## config.mk

```make
export PLATFORM = sky130hd
export DESIGN_NAME = Core
export DESIGN_NICKNAME = d
export VERILOG_FILES = /design/src/verilog/MemoryTypes.sv /design/src/verilog/CoreTypes.sv /design/src/verilog/Core.sv /design/src/verilog/Controller.sv /design/src/verilog/MemoryAccessController.sv /design/src/verilog/ExecutionUnit.sv /design/src/verilog/RegisterFile.sv
export SDC_FILE = /design/constraint.sdc
export NUM_CORES = 1
export LEC_CHECK = 0
export BUFFER_PORTS_ARGS = -buffer_cell sky130_fd_sc_hd__buf_2
export CORE_AREA = 2 2 220 222
export DETAILED_ROUTE_END_ITERATION = 10
export DIE_AREA = 0 0 222 224
export GPL_ROUTABILITY_DRIVEN = 0
export PLACE_DENSITY = 0.77
export SYNTH_ARGS = -nofsm -noshare
export SYNTH_HDL_FRONTEND = slang
export SYNTH_SLANG_ARGS = --single-unit
```

## constraint.sdc

```tcl
create_clock -name clk -period 4.79 [get_ports clk]
set_input_delay 0.479 -clock clk [delete_from_list [all_inputs] [get_ports clk]]
set_output_delay 0.479 -clock clk [all_outputs]
set_load 0.02 [all_outputs]
```

## src/verilog/MemoryTypes.sv

```systemverilog
/* Memory port types: addresses, data, request serials and
   the response structs of the outside memory */
package MemoryTypes;

    typedef logic [11:0] PhyAddrPath;
    typedef logic [31:0] MemoryEntryDataPath;

    // Ids assigned by the memory to accepted requests
    typedef logic [3:0] MemAccessSerial;
    typedef logic [3:0] MemWriteSerial;

    typedef logic [7:0] SerialDataPath;

    typedef struct packed {
        logic ready;
        MemAccessSerial serial;
        MemoryEntryDataPath data;
    } MemReadResponse;

    typedef struct packed {
        logic valid;
        MemWriteSerial serial;
    } MemWriteResponse;

    // Held by the controller until done
    typedef struct packed {
        logic read;
        logic write;
        PhyAddrPath addr;
        MemoryEntryDataPath data;
    } MemRequest;

endpackage

```

## src/verilog/CoreTypes.sv

```systemverilog
/* Core types: data words, register indexes, PC, opcodes,
   instruction formats and the debug register */
package CoreTypes;

    typedef logic [31:0] DataPath;
    typedef logic [2:0] RegIndexPath;

    // Word-addressed program counter
    typedef logic [11:0] PC_Path;

    typedef enum logic [3:0] {
        OpAdd      = 4'd0,
        OpSub      = 4'd1,
        OpAnd      = 4'd2,
        OpXor      = 4'd3,
        OpAddImm   = 4'd4,
        OpLoad     = 4'd5,
        OpStore    = 4'd6,
        OpBranchEq = 4'd7,
        OpHalt     = 4'd8
    } OpCode;

    // Register-register format
    typedef struct packed {
        OpCode opcode;
        RegIndexPath rd;
        RegIndexPath rs1;
        RegIndexPath rs2;
        logic [18:0] padding;
    } InsnRType;

    // Immediate format, immediate sits over rs2 and the padding
    typedef struct packed {
        OpCode opcode;
        RegIndexPath rd;
        RegIndexPath rs1;
        logic signed [18:0] imm;
        logic [2:0] padding;
    } InsnIType;

    typedef union packed {
        InsnRType r;
        InsnIType i;
    } InsnWord;

    // Operands selected at decode.
    // Branches compare srcA with srcB and jump to pc + offset
    typedef struct packed {
        OpCode opcode;
        PC_Path pc;
        PC_Path offset;
        DataPath srcA;
        DataPath srcB;
    } AluCommand;

    typedef struct packed {
        logic halted;
        logic [15:0] commitCount;
    } DebugRegister;

endpackage
```

## src/verilog/Core.sv

```systemverilog
/* Processor core top level: connects the controller and the datapath
   blocks to the memory port, serial output and debug outputs */
module Core #(
    parameter CoreTypes::PC_Path ResetPC = '0,
    parameter MemoryTypes::PhyAddrPath SerialAddr = '1
) (
    input logic clk,
    input logic rstN,
    input MemoryTypes::MemAccessSerial nextMemReadSerial,
    input MemoryTypes::MemWriteSerial nextMemWriteSerial,
    input logic memAccessReadBusy,
    input logic memAccessWriteBusy,
    input MemoryTypes::MemReadResponse memReadResponse,
    input MemoryTypes::MemWriteResponse memWriteResponse,
    output MemoryTypes::PhyAddrPath memAccessAddr,
    output MemoryTypes::MemoryEntryDataPath memAccessWriteData,
    output logic memAccessRE,
    output logic memAccessWE,
    output logic serialWE,
    output MemoryTypes::SerialDataPath serialWriteData,
    output CoreTypes::PC_Path lastCommittedPC,
    output CoreTypes::DebugRegister debugRegister
);
    import CoreTypes::*;
    import MemoryTypes::*;

    MemRequest memRequest;
    logic memDone;
    MemoryEntryDataPath memReadData;
    DataPath aluResult;
    logic branchTaken;
    RegIndexPath rfReadIdx1;
    RegIndexPath rfReadIdx2;
    DataPath rfReadData1;
    DataPath rfReadData2;
    logic rfWE;
    RegIndexPath rfWriteIdx;
    DataPath rfWriteData;
    AluCommand aluCommand;
    logic aluStart;

    Controller #(
        .ResetPC(ResetPC)
    ) controller (
        .clk(clk),
        .rstN(rstN),
        .memDone(memDone),
        .readData(memReadData),
        .aluResult(aluResult),
        .branchTaken(branchTaken),
        .rfReadData1(rfReadData1),
        .rfReadData2(rfReadData2),
        .memRequest(memRequest),
        .rfReadIdx1(rfReadIdx1),
        .rfReadIdx2(rfReadIdx2),
        .rfWE(rfWE),
        .rfWriteIdx(rfWriteIdx),
        .rfWriteData(rfWriteData),
        .aluCommand(aluCommand),
        .aluStart(aluStart),
        .lastCommittedPC(lastCommittedPC),
        .debugRegister(debugRegister)
    );

    RegisterFile registerFile (
        .clk(clk),
        .rstN(rstN),
        .readIdx1(rfReadIdx1),
        .readIdx2(rfReadIdx2),
        .we(rfWE),
        .writeIdx(rfWriteIdx),
        .writeData(rfWriteData),
        .readData1(rfReadData1),
        .readData2(rfReadData2)
    );

    ExecutionUnit executionUnit (
        .clk(clk),
        .rstN(rstN),
        .start(aluStart),
        .command(aluCommand),
        .result(aluResult),
        .branchTaken(branchTaken)
    );

    MemoryAccessController #(
        .SerialAddr(SerialAddr)
    ) memoryAccessController (
        .clk(clk),
        .rstN(rstN),
        .request(memRequest),
        .nextMemReadSerial(nextMemReadSerial),
        .nextMemWriteSerial(nextMemWriteSerial),
        .memAccessReadBusy(memAccessReadBusy),
        .memAccessWriteBusy(memAccessWriteBusy),
        .memReadResponse(memReadResponse),
        .memWriteResponse(memWriteResponse),
        .memAccessAddr(memAccessAddr),
        .memAccessWriteData(memAccessWriteData),
        .memAccessRE(memAccessRE),
        .memAccessWE(memAccessWE),
        .serialWE(serialWE),
        .serialWriteData(serialWriteData),
        .done(memDone),
        .readData(memReadData)
    );

endmodule

```

## src/verilog/Controller.sv

```systemverilog
/* Multi-cycle sequencer: fetch, decode, execute, memory and writeback
   of one instruction at a time, with commit tracking and halt */
module Controller #(
    parameter CoreTypes::PC_Path ResetPC = '0
) (
    input logic clk,
    input logic rstN,
    input logic memDone,
    input CoreTypes::DataPath readData,
    input CoreTypes::DataPath aluResult,
    input logic branchTaken,
    input CoreTypes::DataPath rfReadData1,
    input CoreTypes::DataPath rfReadData2,
    output MemoryTypes::MemRequest memRequest,
    output CoreTypes::RegIndexPath rfReadIdx1,
    output CoreTypes::RegIndexPath rfReadIdx2,
    output logic rfWE,
    output CoreTypes::RegIndexPath rfWriteIdx,
    output CoreTypes::DataPath rfWriteData,
    output CoreTypes::AluCommand aluCommand,
    output logic aluStart,
    output CoreTypes::PC_Path lastCommittedPC,
    output CoreTypes::DebugRegister debugRegister
);
    import CoreTypes::*;
    import MemoryTypes::*;

    typedef enum logic [2:0] {
        StateFetch,
        StateDecode,
        StateExecute,
        StateMemory,
        StateWriteback,
        StateHalted
    } ControllerState;

    ControllerState state;
    PC_Path pc;
    InsnWord insn;
    OpCode op;
    DataPath immExt;
    logic usesImm;
    logic writesReg;

    assign op = insn.r.opcode;
    assign immExt = {{13{insn.i.imm[18]}}, insn.i.imm};
    assign usesImm = op inside {OpAddImm, OpLoad, OpStore};
    assign writesReg = op inside {OpAdd, OpSub, OpAnd, OpXor, OpAddImm, OpLoad};

    // Store data and the second branch operand come from rd
    assign rfReadIdx1 = insn.r.rs1;
    assign rfReadIdx2 = (op == OpStore || op == OpBranchEq) ? insn.r.rd : insn.r.rs2;

    assign rfWE = (state == StateWriteback) && writesReg;
    assign rfWriteIdx = insn.r.rd;
    assign rfWriteData = (op == OpLoad) ? readData : aluResult;

    assign aluStart = (state == StateExecute);

    always_comb begin
        memRequest = '0;
        case (state)
            StateFetch: begin
                memRequest.read = 1'b1;
                memRequest.addr = PhyAddrPath'(pc);
            end
            StateMemory: begin
                memRequest.read = (op == OpLoad);
                memRequest.write = (op == OpStore);
                memRequest.addr = PhyAddrPath'(aluResult);
                memRequest.data = rfReadData2;
            end
            default: begin
            end
        endcase
    end

    always_ff @(posedge clk) begin
        if (!rstN) begin
            state <= StateFetch;
            pc <= ResetPC;
            lastCommittedPC <= ResetPC;
            debugRegister <= '0;
        end else begin
            case (state)
                StateFetch: begin
                    if (memDone) begin
                        state <= StateDecode;
                    end
                end
                StateDecode: state <= StateExecute;
                StateExecute: begin
                    if (op == OpLoad || op == OpStore) begin
                        state <= StateMemory;
                    end else begin
                        state <= StateWriteback;
                    end
                end
                StateMemory: begin
                    if (memDone) begin
                        state <= StateWriteback;
                    end
                end
                StateWriteback: begin
                    // Commit point
                    lastCommittedPC <= pc;
                    debugRegister.commitCount <= debugRegister.commitCount + 1'b1;
                    if (op == OpBranchEq && branchTaken) begin
                        pc <= PC_Path'(aluResult);
                    end else begin
                        pc <= pc + 1'b1;
                    end
                    if (op == OpHalt) begin
                        debugRegister.halted <= 1'b1;
                        state <= StateHalted;
                    end else begin
                        state <= StateFetch;
                    end
                end
                default: state <= StateHalted;
            endcase
        end
    end

    always_ff @(posedge clk) begin
        if (state == StateFetch && memDone) begin
            insn <= readData;
        end
        if (state == StateDecode) begin
            aluCommand.opcode <= op;
            aluCommand.pc <= pc;
            aluCommand.offset <= PC_Path'(immExt);
            aluCommand.srcA <= rfReadData1;
            aluCommand.srcB <= usesImm ? immExt : rfReadData2;
        end
    end

endmodule

```

## src/verilog/MemoryAccessController.sv

```systemverilog
/* Issues one memory read or write at a time, tracks its serial until the
   matching response, and turns stores to the serial address into output bytes */
module MemoryAccessController #(
    parameter MemoryTypes::PhyAddrPath SerialAddr = '1
) (
    input logic clk,
    input logic rstN,
    input MemoryTypes::MemRequest request,
    input MemoryTypes::MemAccessSerial nextMemReadSerial,
    input MemoryTypes::MemWriteSerial nextMemWriteSerial,
    input logic memAccessReadBusy,
    input logic memAccessWriteBusy,
    input MemoryTypes::MemReadResponse memReadResponse,
    input MemoryTypes::MemWriteResponse memWriteResponse,
    output MemoryTypes::PhyAddrPath memAccessAddr,
    output MemoryTypes::MemoryEntryDataPath memAccessWriteData,
    output logic memAccessRE,
    output logic memAccessWE,
    output logic serialWE,
    output MemoryTypes::SerialDataPath serialWriteData,
    output logic done,
    output MemoryTypes::MemoryEntryDataPath readData
);
    import MemoryTypes::*;

    typedef enum logic [1:0] {
        MacIdle,
        MacRequest,
        MacWait,
        MacComplete
    } MacState;

    MacState state;
    logic isWrite;
    logic accepted;
    logic responded;
    MemAccessSerial readSerial;
    MemWriteSerial writeSerial;

    assign accepted = isWrite ? !memAccessWriteBusy : !memAccessReadBusy;
    assign responded = isWrite ?
        (memWriteResponse.valid && memWriteResponse.serial == writeSerial) :
        (memReadResponse.ready && memReadResponse.serial == readSerial);

    always_ff @(posedge clk) begin
        if (!rstN) begin
            state <= MacIdle;
            isWrite <= 1'b0;
            memAccessRE <= 1'b0;
            memAccessWE <= 1'b0;
            serialWE <= 1'b0;
            done <= 1'b0;
        end else begin
            serialWE <= 1'b0;
            done <= 1'b0;
            case (state)
                MacIdle: begin
                    if (request.write && request.addr == SerialAddr) begin
                        serialWE <= 1'b1;
                        done <= 1'b1;
                        state <= MacComplete;
                    end else if (request.read || request.write) begin
                        isWrite <= request.write;
                        memAccessRE <= !request.write;
                        memAccessWE <= request.write;
                        state <= MacRequest;
                    end
                end
                // Held until the memory is not busy
                MacRequest: begin
                    if (accepted) begin
                        memAccessRE <= 1'b0;
                        memAccessWE <= 1'b0;
                        state <= MacWait;
                    end
                end
                MacWait: begin
                    if (responded) begin
                        done <= 1'b1;
                        state <= MacComplete;
                    end
                end
                // Lets the controller drop its request
                default: state <= MacIdle;
            endcase
        end
    end

    always_ff @(posedge clk) begin
        if (state == MacIdle) begin
            memAccessAddr <= request.addr;
            memAccessWriteData <= request.data;
            serialWriteData <= request.data[7:0];
        end
        if (state == MacRequest && accepted) begin
            readSerial <= nextMemReadSerial;
            writeSerial <= nextMemWriteSerial;
        end
        if (state == MacWait && responded && !isWrite) begin
            readData <= memReadResponse.data;
        end
    end

endmodule

```

## src/verilog/ExecutionUnit.sv

```systemverilog
/* Registered ALU with address generation and
   branch target and compare */
module ExecutionUnit (
    input logic clk,
    input logic rstN,
    input logic start,
    input CoreTypes::AluCommand command,
    output CoreTypes::DataPath result,
    output logic branchTaken
);
    import CoreTypes::*;

    DataPath aluOut;
    PC_Path target;

    assign target = command.pc + command.offset;

    always_comb begin
        case (command.opcode)
            OpSub: aluOut = command.srcA - command.srcB;
            OpAnd: aluOut = command.srcA & command.srcB;
            OpXor: aluOut = command.srcA ^ command.srcB;
            // Also base plus immediate for loads and stores
            OpAdd, OpAddImm, OpLoad, OpStore: begin
                aluOut = command.srcA + command.srcB;
            end
            OpBranchEq: aluOut = DataPath'(target);
            default: aluOut = '0;
        endcase
    end

    always_ff @(posedge clk) begin
        if (!rstN) begin
            branchTaken <= 1'b0;
        end else if (start) begin
            branchTaken <= (command.opcode == OpBranchEq) && (command.srcA == command.srcB);
        end
    end

    always_ff @(posedge clk) begin
        if (start) begin
            result <= aluOut;
        end
    end

endmodule

```

## src/verilog/RegisterFile.sv

```systemverilog
/* Eight-word register file, two combinational read ports
   and one write port, r0 reads as zero */
module RegisterFile (
    input logic clk,
    input logic rstN,
    input CoreTypes::RegIndexPath readIdx1,
    input CoreTypes::RegIndexPath readIdx2,
    input logic we,
    input CoreTypes::RegIndexPath writeIdx,
    input CoreTypes::DataPath writeData,
    output CoreTypes::DataPath readData1,
    output CoreTypes::DataPath readData2
);
    import CoreTypes::*;

    DataPath regs [8];

    assign readData1 = regs[readIdx1];
    assign readData2 = regs[readIdx2];

    always_ff @(posedge clk) begin
        if (!rstN) begin
            for (int i = 0; i < 8; i++) begin
                regs[i] <= '0;
            end
        end else if (we && writeIdx != '0) begin
            // r0 never written
            regs[writeIdx] <= writeData;
        end
    end

endmodule

```

==> impl_metrics.ini, run 1 <==
[die]
die_area_mm2 = 0.0497
die_w_um = 222
ios = 138
die_h_um = 224
coreArea_mm2 = 0.0473
rows = 80
start_util_pct = 59.3

[detailed_routing]
wirelength_mm = 82.4
drt_iter0_drc = 3367
ant_nets = 0
drc = 0
first_pass_iters = 7
vias = 20600
viasPerCell = 6.84
routedWlPerCell_um = 27.4

[yosys]
synth_cell_type_count = 96
synthCells = 2224
syn-cell-area_mm2 = 0.0281
ys_seq_area_share_pct = 56.5
ys_warn_count = 0
synth_largest_type_area_fraction_pct = 52.8
yosys.cell_count.top_type = edfxtp_1
syn_area_per_cell_um2 = 12.6
synth_async_sr_flop_share_pct = 0
synth_ff_type = edfxtp_1
synth_enable_flop_cells = 493
netlist_top_cells_count = edfxtp_1 (493), nor2_1 (405), a21oi_1 (151), mux4_2 (128), nand2_1 (98)
yosysTopAreaCell = edfxtp_1
ys_seq_elements = 545
ys_top_cells_by_area = edfxtp_1 (53%), mux4_2 (10%), nor2_1 (5.4%), dfxtp_1 (3.7%), ha_1 (3.6%)

[worst_setup_path]
worstPathArrival_ps = 4220
startpoint_type = register
end_kind = register
critical_path_class = register to register
startpoint = controller.aluCommand[23]
path_max_fanout = 13
r2r_start = controller.aluCommand[23]
required_ps = 5160

[cells_and_area]
syn2layout_area_growth_pct = 11.0
multi_input_area_mm2 = 0.0114
nFillCells = 3349
final-seq-area_mm2 = 0.0158
drive_gt1_share_pct = 20.0
nNetsFinal = 2490

[global_routing]
use_met2_pct = 52.1
grt-busiest-layer = met2
grt_util_met3_pct = 8.67
use_met1_pct = 43.6
antenna_found_initial = 2
overflow = 0
grt_max_degree = 69
grt_pass1_vias = 20100
grt_pass1_wl_mm = 122
track_usage_pct = 33.0

[sta]
slew_headroom_pct = 23.2
fin_crit_sh_pct = 80.5
finalSetupViolCount = 0
grt_setup_unrepaired = false
finalHoldViolations = 0
min_period_ps = 3850
worst_pin_slew_ps = 1150
report.final.slew_viol_count = 0
fmax_mhz = 259
fin_setup_tns_ps = 0
fin_skew_ps = 19.4

[place]
portBuffers = 137
detailed_place_hpwl_mm = 54.0

[pwr]
p_per_area_mw_per_mm2 = 347
switchingPower_mw = 2.71
p_clk_share_pct = 38.5
p_seq_share_pct = 52.5
total_power_mw = 10.8
p_leak_nw = 11.5
p_sw_share_pct = 25.0
vdd_drop_max_uv = 330
combPwrFrac_pct = 8.9
p_int_mw = 8.10

[clock_tree]
cts-root-buf = clkbuf_16
cts-resized-gates = 0
cts-buffers-inserted = 55
cts_max_level = 2
clk_latency_ps = 620
cts-hold-fix-buffers = 0
cts_tree = built
cts_sinks = 545
clk_pin_slew_ps = 60
cts_setup_buffers = 0
cts_buffer_depth = 3

[flow_run]
drv_cap = 0

[worst_hold_path]
hold_path.class = input pin to register
min_from = memReadResponse[18]

[outcome]
status = finished clean
## power groups by stage
stage	Combinational (mW)	Clock [mW]	Sequential [mW]
2_1_floorplan	0.388	0	5.90
3_3_place_gp	0.937	0	5.76
3_5_place_dp	0.955	0	5.76
4_1_cts	0.963	4.18	5.67
5_1_grt	1.01	4.35	5.69
6_report	0.967	4.16	5.68
## cell usage in the layout (no fill, tap or decap), drive strengths merged, types with 23 or more instances in the layout
master,instances
a21oi,156
and3,23
buf,184
clkbuf,60
clkinv,31
conb,32
dfxtp,52
edfxtp,493
ha,80
inv,79
mux2,32
mux2i,72
mux4,128
nand2,99
nand3,29
nor2,410
nor3,30
o21ai,67
xnor2,36
## registers in the layout (all words and copies together), names as in the netlist, 2 cells and up
| signal | flops |
|---|---|
| controller.pc | 12 |
| memoryAccessController.memAccessWriteData | 24 |
| memoryAccessController.memAccessAddr | 12 |
| controller.state | 3 |
| memoryAccessController.serialWriteData | 8 |
| registerFile.regs | 256 |
| controller.debugRegister | 17 |
| controller.aluCommand | 92 |
| memoryAccessController.state | 2 |
| controller.insn | 29 |
| executionUnit.result | 32 |
| controller.lastCommittedPC | 12 |
| memoryAccessController.readSerial | 4 |
| memoryAccessController.writeSerial | 4 |
| memoryAccessController.readData | 32 |
## per-layer routing
metal | wire length [um] | up-vias
met1 | 29200 | 10000
met3 | 11000 | 334
met5 | 13 | -
li1 | - | 8604
met4 | 4100 | 2
met2 | 38100 | 1630
## per-stage QoR
stage	utilization [%]	hold slack (ps)	setup slack, ps	area (um^2)	std cells
after floorplan	-	403	1380	28200	2255
after global placement	62.1	438	1230	29400	2911
after detailed placement	62.1	442	1160	29400	2911
after CTS	65.8	13.2	1150	31100	3011
after global routing	65.8	23.4	745	31100	3011
final	65.8	34.7	935	31100	3012
## logic make-up (layout without fill, tap and decap cells)
kind of cell    after synthesis  in the layout  share of synthesized area [%]
xor+xnor                     58             58                           1.81
simple gates                690            690                           11.0
compound gates              393            393                           9.32
fa+ha+maj                    84             84                           3.82
buf+inv                     221            362                           3.46
flops                       545            545                           56.5
mux                         232            232                           14.1
other cells                   1             33                         0.0134
## path summary, 6_finish.rpt
path / end / slack [ps] / depth (start not counted)
worst min register to register: controller.lastCommittedPC[4] / 450 / 2
worst min-delay path: memoryAccessController.readData[18] / 30 / 1
worst max register to register: executionUnit.result[31] / 940 / 10
worst max-delay path: executionUnit.result[31] / 940 / 10
## area by class of cell
class,count,area share (%)
antenna,1,0.00804
clock buffer,60,4.58
clock inverter,40,0.956
inverter,78,0.944
multi-input combinational,1489,36.7
sequential,545,50.9
tap,615,2.47
timing repair buffer,184,3.46
## critical path, cell delays in order (launching register included)
cell,delay [ps]
edfxtp_1,410
inv_1,60
ha_1,470
nor4_1,630
nand4b_1,310
or4_1,530
o21ai_1,490
o41a_1,220
xnor2_1,120
nor2_1,60
a221o_1,290
Note: power is estimated with default switching activity, not from simulation.
==> inputs of run 2 (changes only) <==
Settings changed: CORE_AREA 2 2 220 222 to 2 2 227 229, DIE_AREA 0 0 222 224 to 0 0 229 231, PLACE_DENSITY 0.77 to 0.76.
Clock period 4.79 ns to 3.1 ns, I/O delays scaled along.
==> run 2 against run 1 <==
Net effect:
- total power increased by 54%
- sequential power increased by 53%
- sequential share of layout area decreased by 2.6 points
- maximum frequency increased by 23%
- largest power group unchanged
- largest cell class unchanged
- hold slack improved by 210 ps
- first-iteration DRC count decreased by 0.39%
- die area increased by 6.4%
- the run now ends with negative setup slack left
- cell area increased by 5.4%
- clock skew increased by 18 ps
==> impl_metrics.ini, run 2 (synthesis gave the netlist of run 1 again) <==
[worst_hold_path]
hold_path.class = input pin to register

[place]
detailed_place_hpwl_mm = 55.2
placed_area_mm2 = 0.0304
portBuffers = 137

[pwr]
p_int_mw = 12.6
p_leak_nw = 12.2
p_per_area_mw_per_mm2 = 507
total_power_mw = 16.6
vdd_drop_max_uv = 467
p_sw_share_pct = 24.6
p_seq_share_pct = 52.2
switchingPower_mw = 4.08
p_clk_share_pct = 38.4
combPwrFrac_pct = 9.4

[die]
ios = 138
start_util_pct = 55.4
coreArea_mm2 = 0.0507
die_w_um = 229
die_h_um = 231
rows = 83
die_area_mm2 = 0.0529

[sta]
finalHoldViolations = 0
fin_skew_ps = 37.8
report.final.slew_viol_count = 0
worst_pin_slew_ps = 849
grt_setup_unrepaired = true
min_period_ps = 3140
fin_crit_sh_pct = 101
fin_hold_ws_ps = 242
slew_headroom_pct = 43.2
setup_ws_ps = -35.9
fmax_mhz = 319
finalSetupViolCount = 1

[global_routing]
track_usage_pct = 30.8
grt_pass1_vias = 20500
grt_max_degree = 53
antenna_found_initial = 3
grt_pass1_wl_mm = 122
overflow = 0

[detailed_routing]
vias = 21200
first_pass_iters = 9
ant_nets = 0
viasPerCell = 6.57
routedWlPerCell_um = 25.8
drc = 0
wirelength_mm = 83.1
drt_iter0_drc = 3354

[worst_setup_path]
path_max_fanout = 8
end_kind = register
critical_path_class = register to register
startpoint_type = register
required_ps = 3460
cp_cell_sequence = ha_2 > inv_1 > a21oi_1 > o31ai_1 > nor2_1 > nand3_2 > a31o_4 > a311oi_4 > xnor2_1 > o21ai_1
critical-path-slowest-cell = ha_2
worstPathArrival_ps = 3500
slowest_delay_ps = 450

[clock_tree]
clk_pin_slew_ps = 70
cts-root-buf = clkbuf_16
cts_sinks = 545
cts_max_level = 2
cts_buffer_depth = 3
cts-buffers-inserted = 55
cts_tree = built
clk_latency_ps = 630

[cells_and_area]
nFillCells = 3693
reg_top3 = registerFile.regs (256), controller.aluCommand (92)
drive_gt1_share_pct = 24.4
syn2layout_area_growth_pct = 16.9
nNetsFinal = 2639
final_cell_mix = edfxtp_1 (493), nor2_1 (402), a21oi_1 (146)
final_common_cell = edfxtp_1
regMostFlops = registerFile.regs
fin_area_mm2 = 0.0328
largest_reg_flops = 256

[outcome]
status = complete, but fails checks
violations = negative setup slack

[flow_run]
drv_cap = 0
-- run 2: changes by cell type in the layout (fill, tap and decap cells not counted), sizes merged --
cell / previous run / this run
clkbuf: 60 / 71
clkinv: 31 / 21
dlygate4sd3: 0 / 40
buf: 184 / 293
clkinvlp: 5 / 3
bufinv: 3 / 1
-- run 2: what timing repair did --
| item | in CTS | in global routing |
|---|---|---|
| hold buffers | 40 | 0 |
| hold endpoints to repair | 40 | 0 |
| pin swaps | 2 | 20 |
| buffers inserted | 0 | 9 |
| resized for setup | 2 | 47 |
| setup endpoints to repair | 2 | 13 |
-- run 2: worst paths after layout --
kind | start | end | slack [ps] | cells after the start
min | rstN | memoryAccessController.state[0] | 240 | 4
max reg2reg | controller.aluCommand[45] | executionUnit.result[26] | -40 | 10
min reg2reg | controller.insn[6] | controller.aluCommand[67] | 450 | 0
max | controller.aluCommand[45] | executionUnit.result[26] | -40 | 10
-- run 2: stage by stage --
stage | setup TNS (ps) | std cells | util [%] | worst slack [ps]
after floorplan | 0 | 2255 | - | 129
after global placement | 0 | 3076 | 60.0 | 12.0
after detailed placement | -78.3 | 3076 | 60.0 | -48.7
after CTS | 0 | 3213 | 64.2 | 0.659
after global routing | -305 | 3222 | 64.7 | -83.0
final | -35.9 | 3223 | 64.7 | -35.9
-- run 2: worst max-delay path: cells and delay by family (launching register included) --
family | cells | cell delay [ps]
AO/OA/AOI/OAI | 5 | 1180
AND/OR/NAND/NOR | 2 | 540
adder cells (fa/ha/maj) | 1 | 450
flip-flops | 1 | 400
XOR/XNOR | 1 | 160
buffers and inverters | 1 | 150
-- run 2: per-layer routing --
metal	wire length [um]	track usage [%]	vias up
li1	-	-	8889
met1	29300	40.5	10300
met3	10400	7.02	321
met5	23	0	-
met4	3960	13.7	4
met2	39400	49.4	1653
-- run 2: power groups by stage --
| stage | logic (mW) | registers, mW | clock network (mW) |
|---|---|---|---|
| finish | 1.56 | 8.69 | 6.39 |
| global route | 1.62 | 8.72 | 6.70 |
| CTS | 1.53 | 8.69 | 6.41 |
| detailed placement | 1.48 | 8.83 | 0 |
| global placement | 1.46 | 8.80 | 0 |
| floorplan | 0.600 | 9.12 | 0 |
-- run 2: area by class of cell --
type	count	area (um^2)	share of cell area [%]
flip-flops and latches	545	15800	48.3
multi-input cells	1489	11700	35.5
repair buffers	333	2460	7.49
clock buffers	71	1520	4.64
well taps	680	851	2.59
inverters	78	294	0.896
clock inverters	26	178	0.542
diodes	1	2.50	0.00763
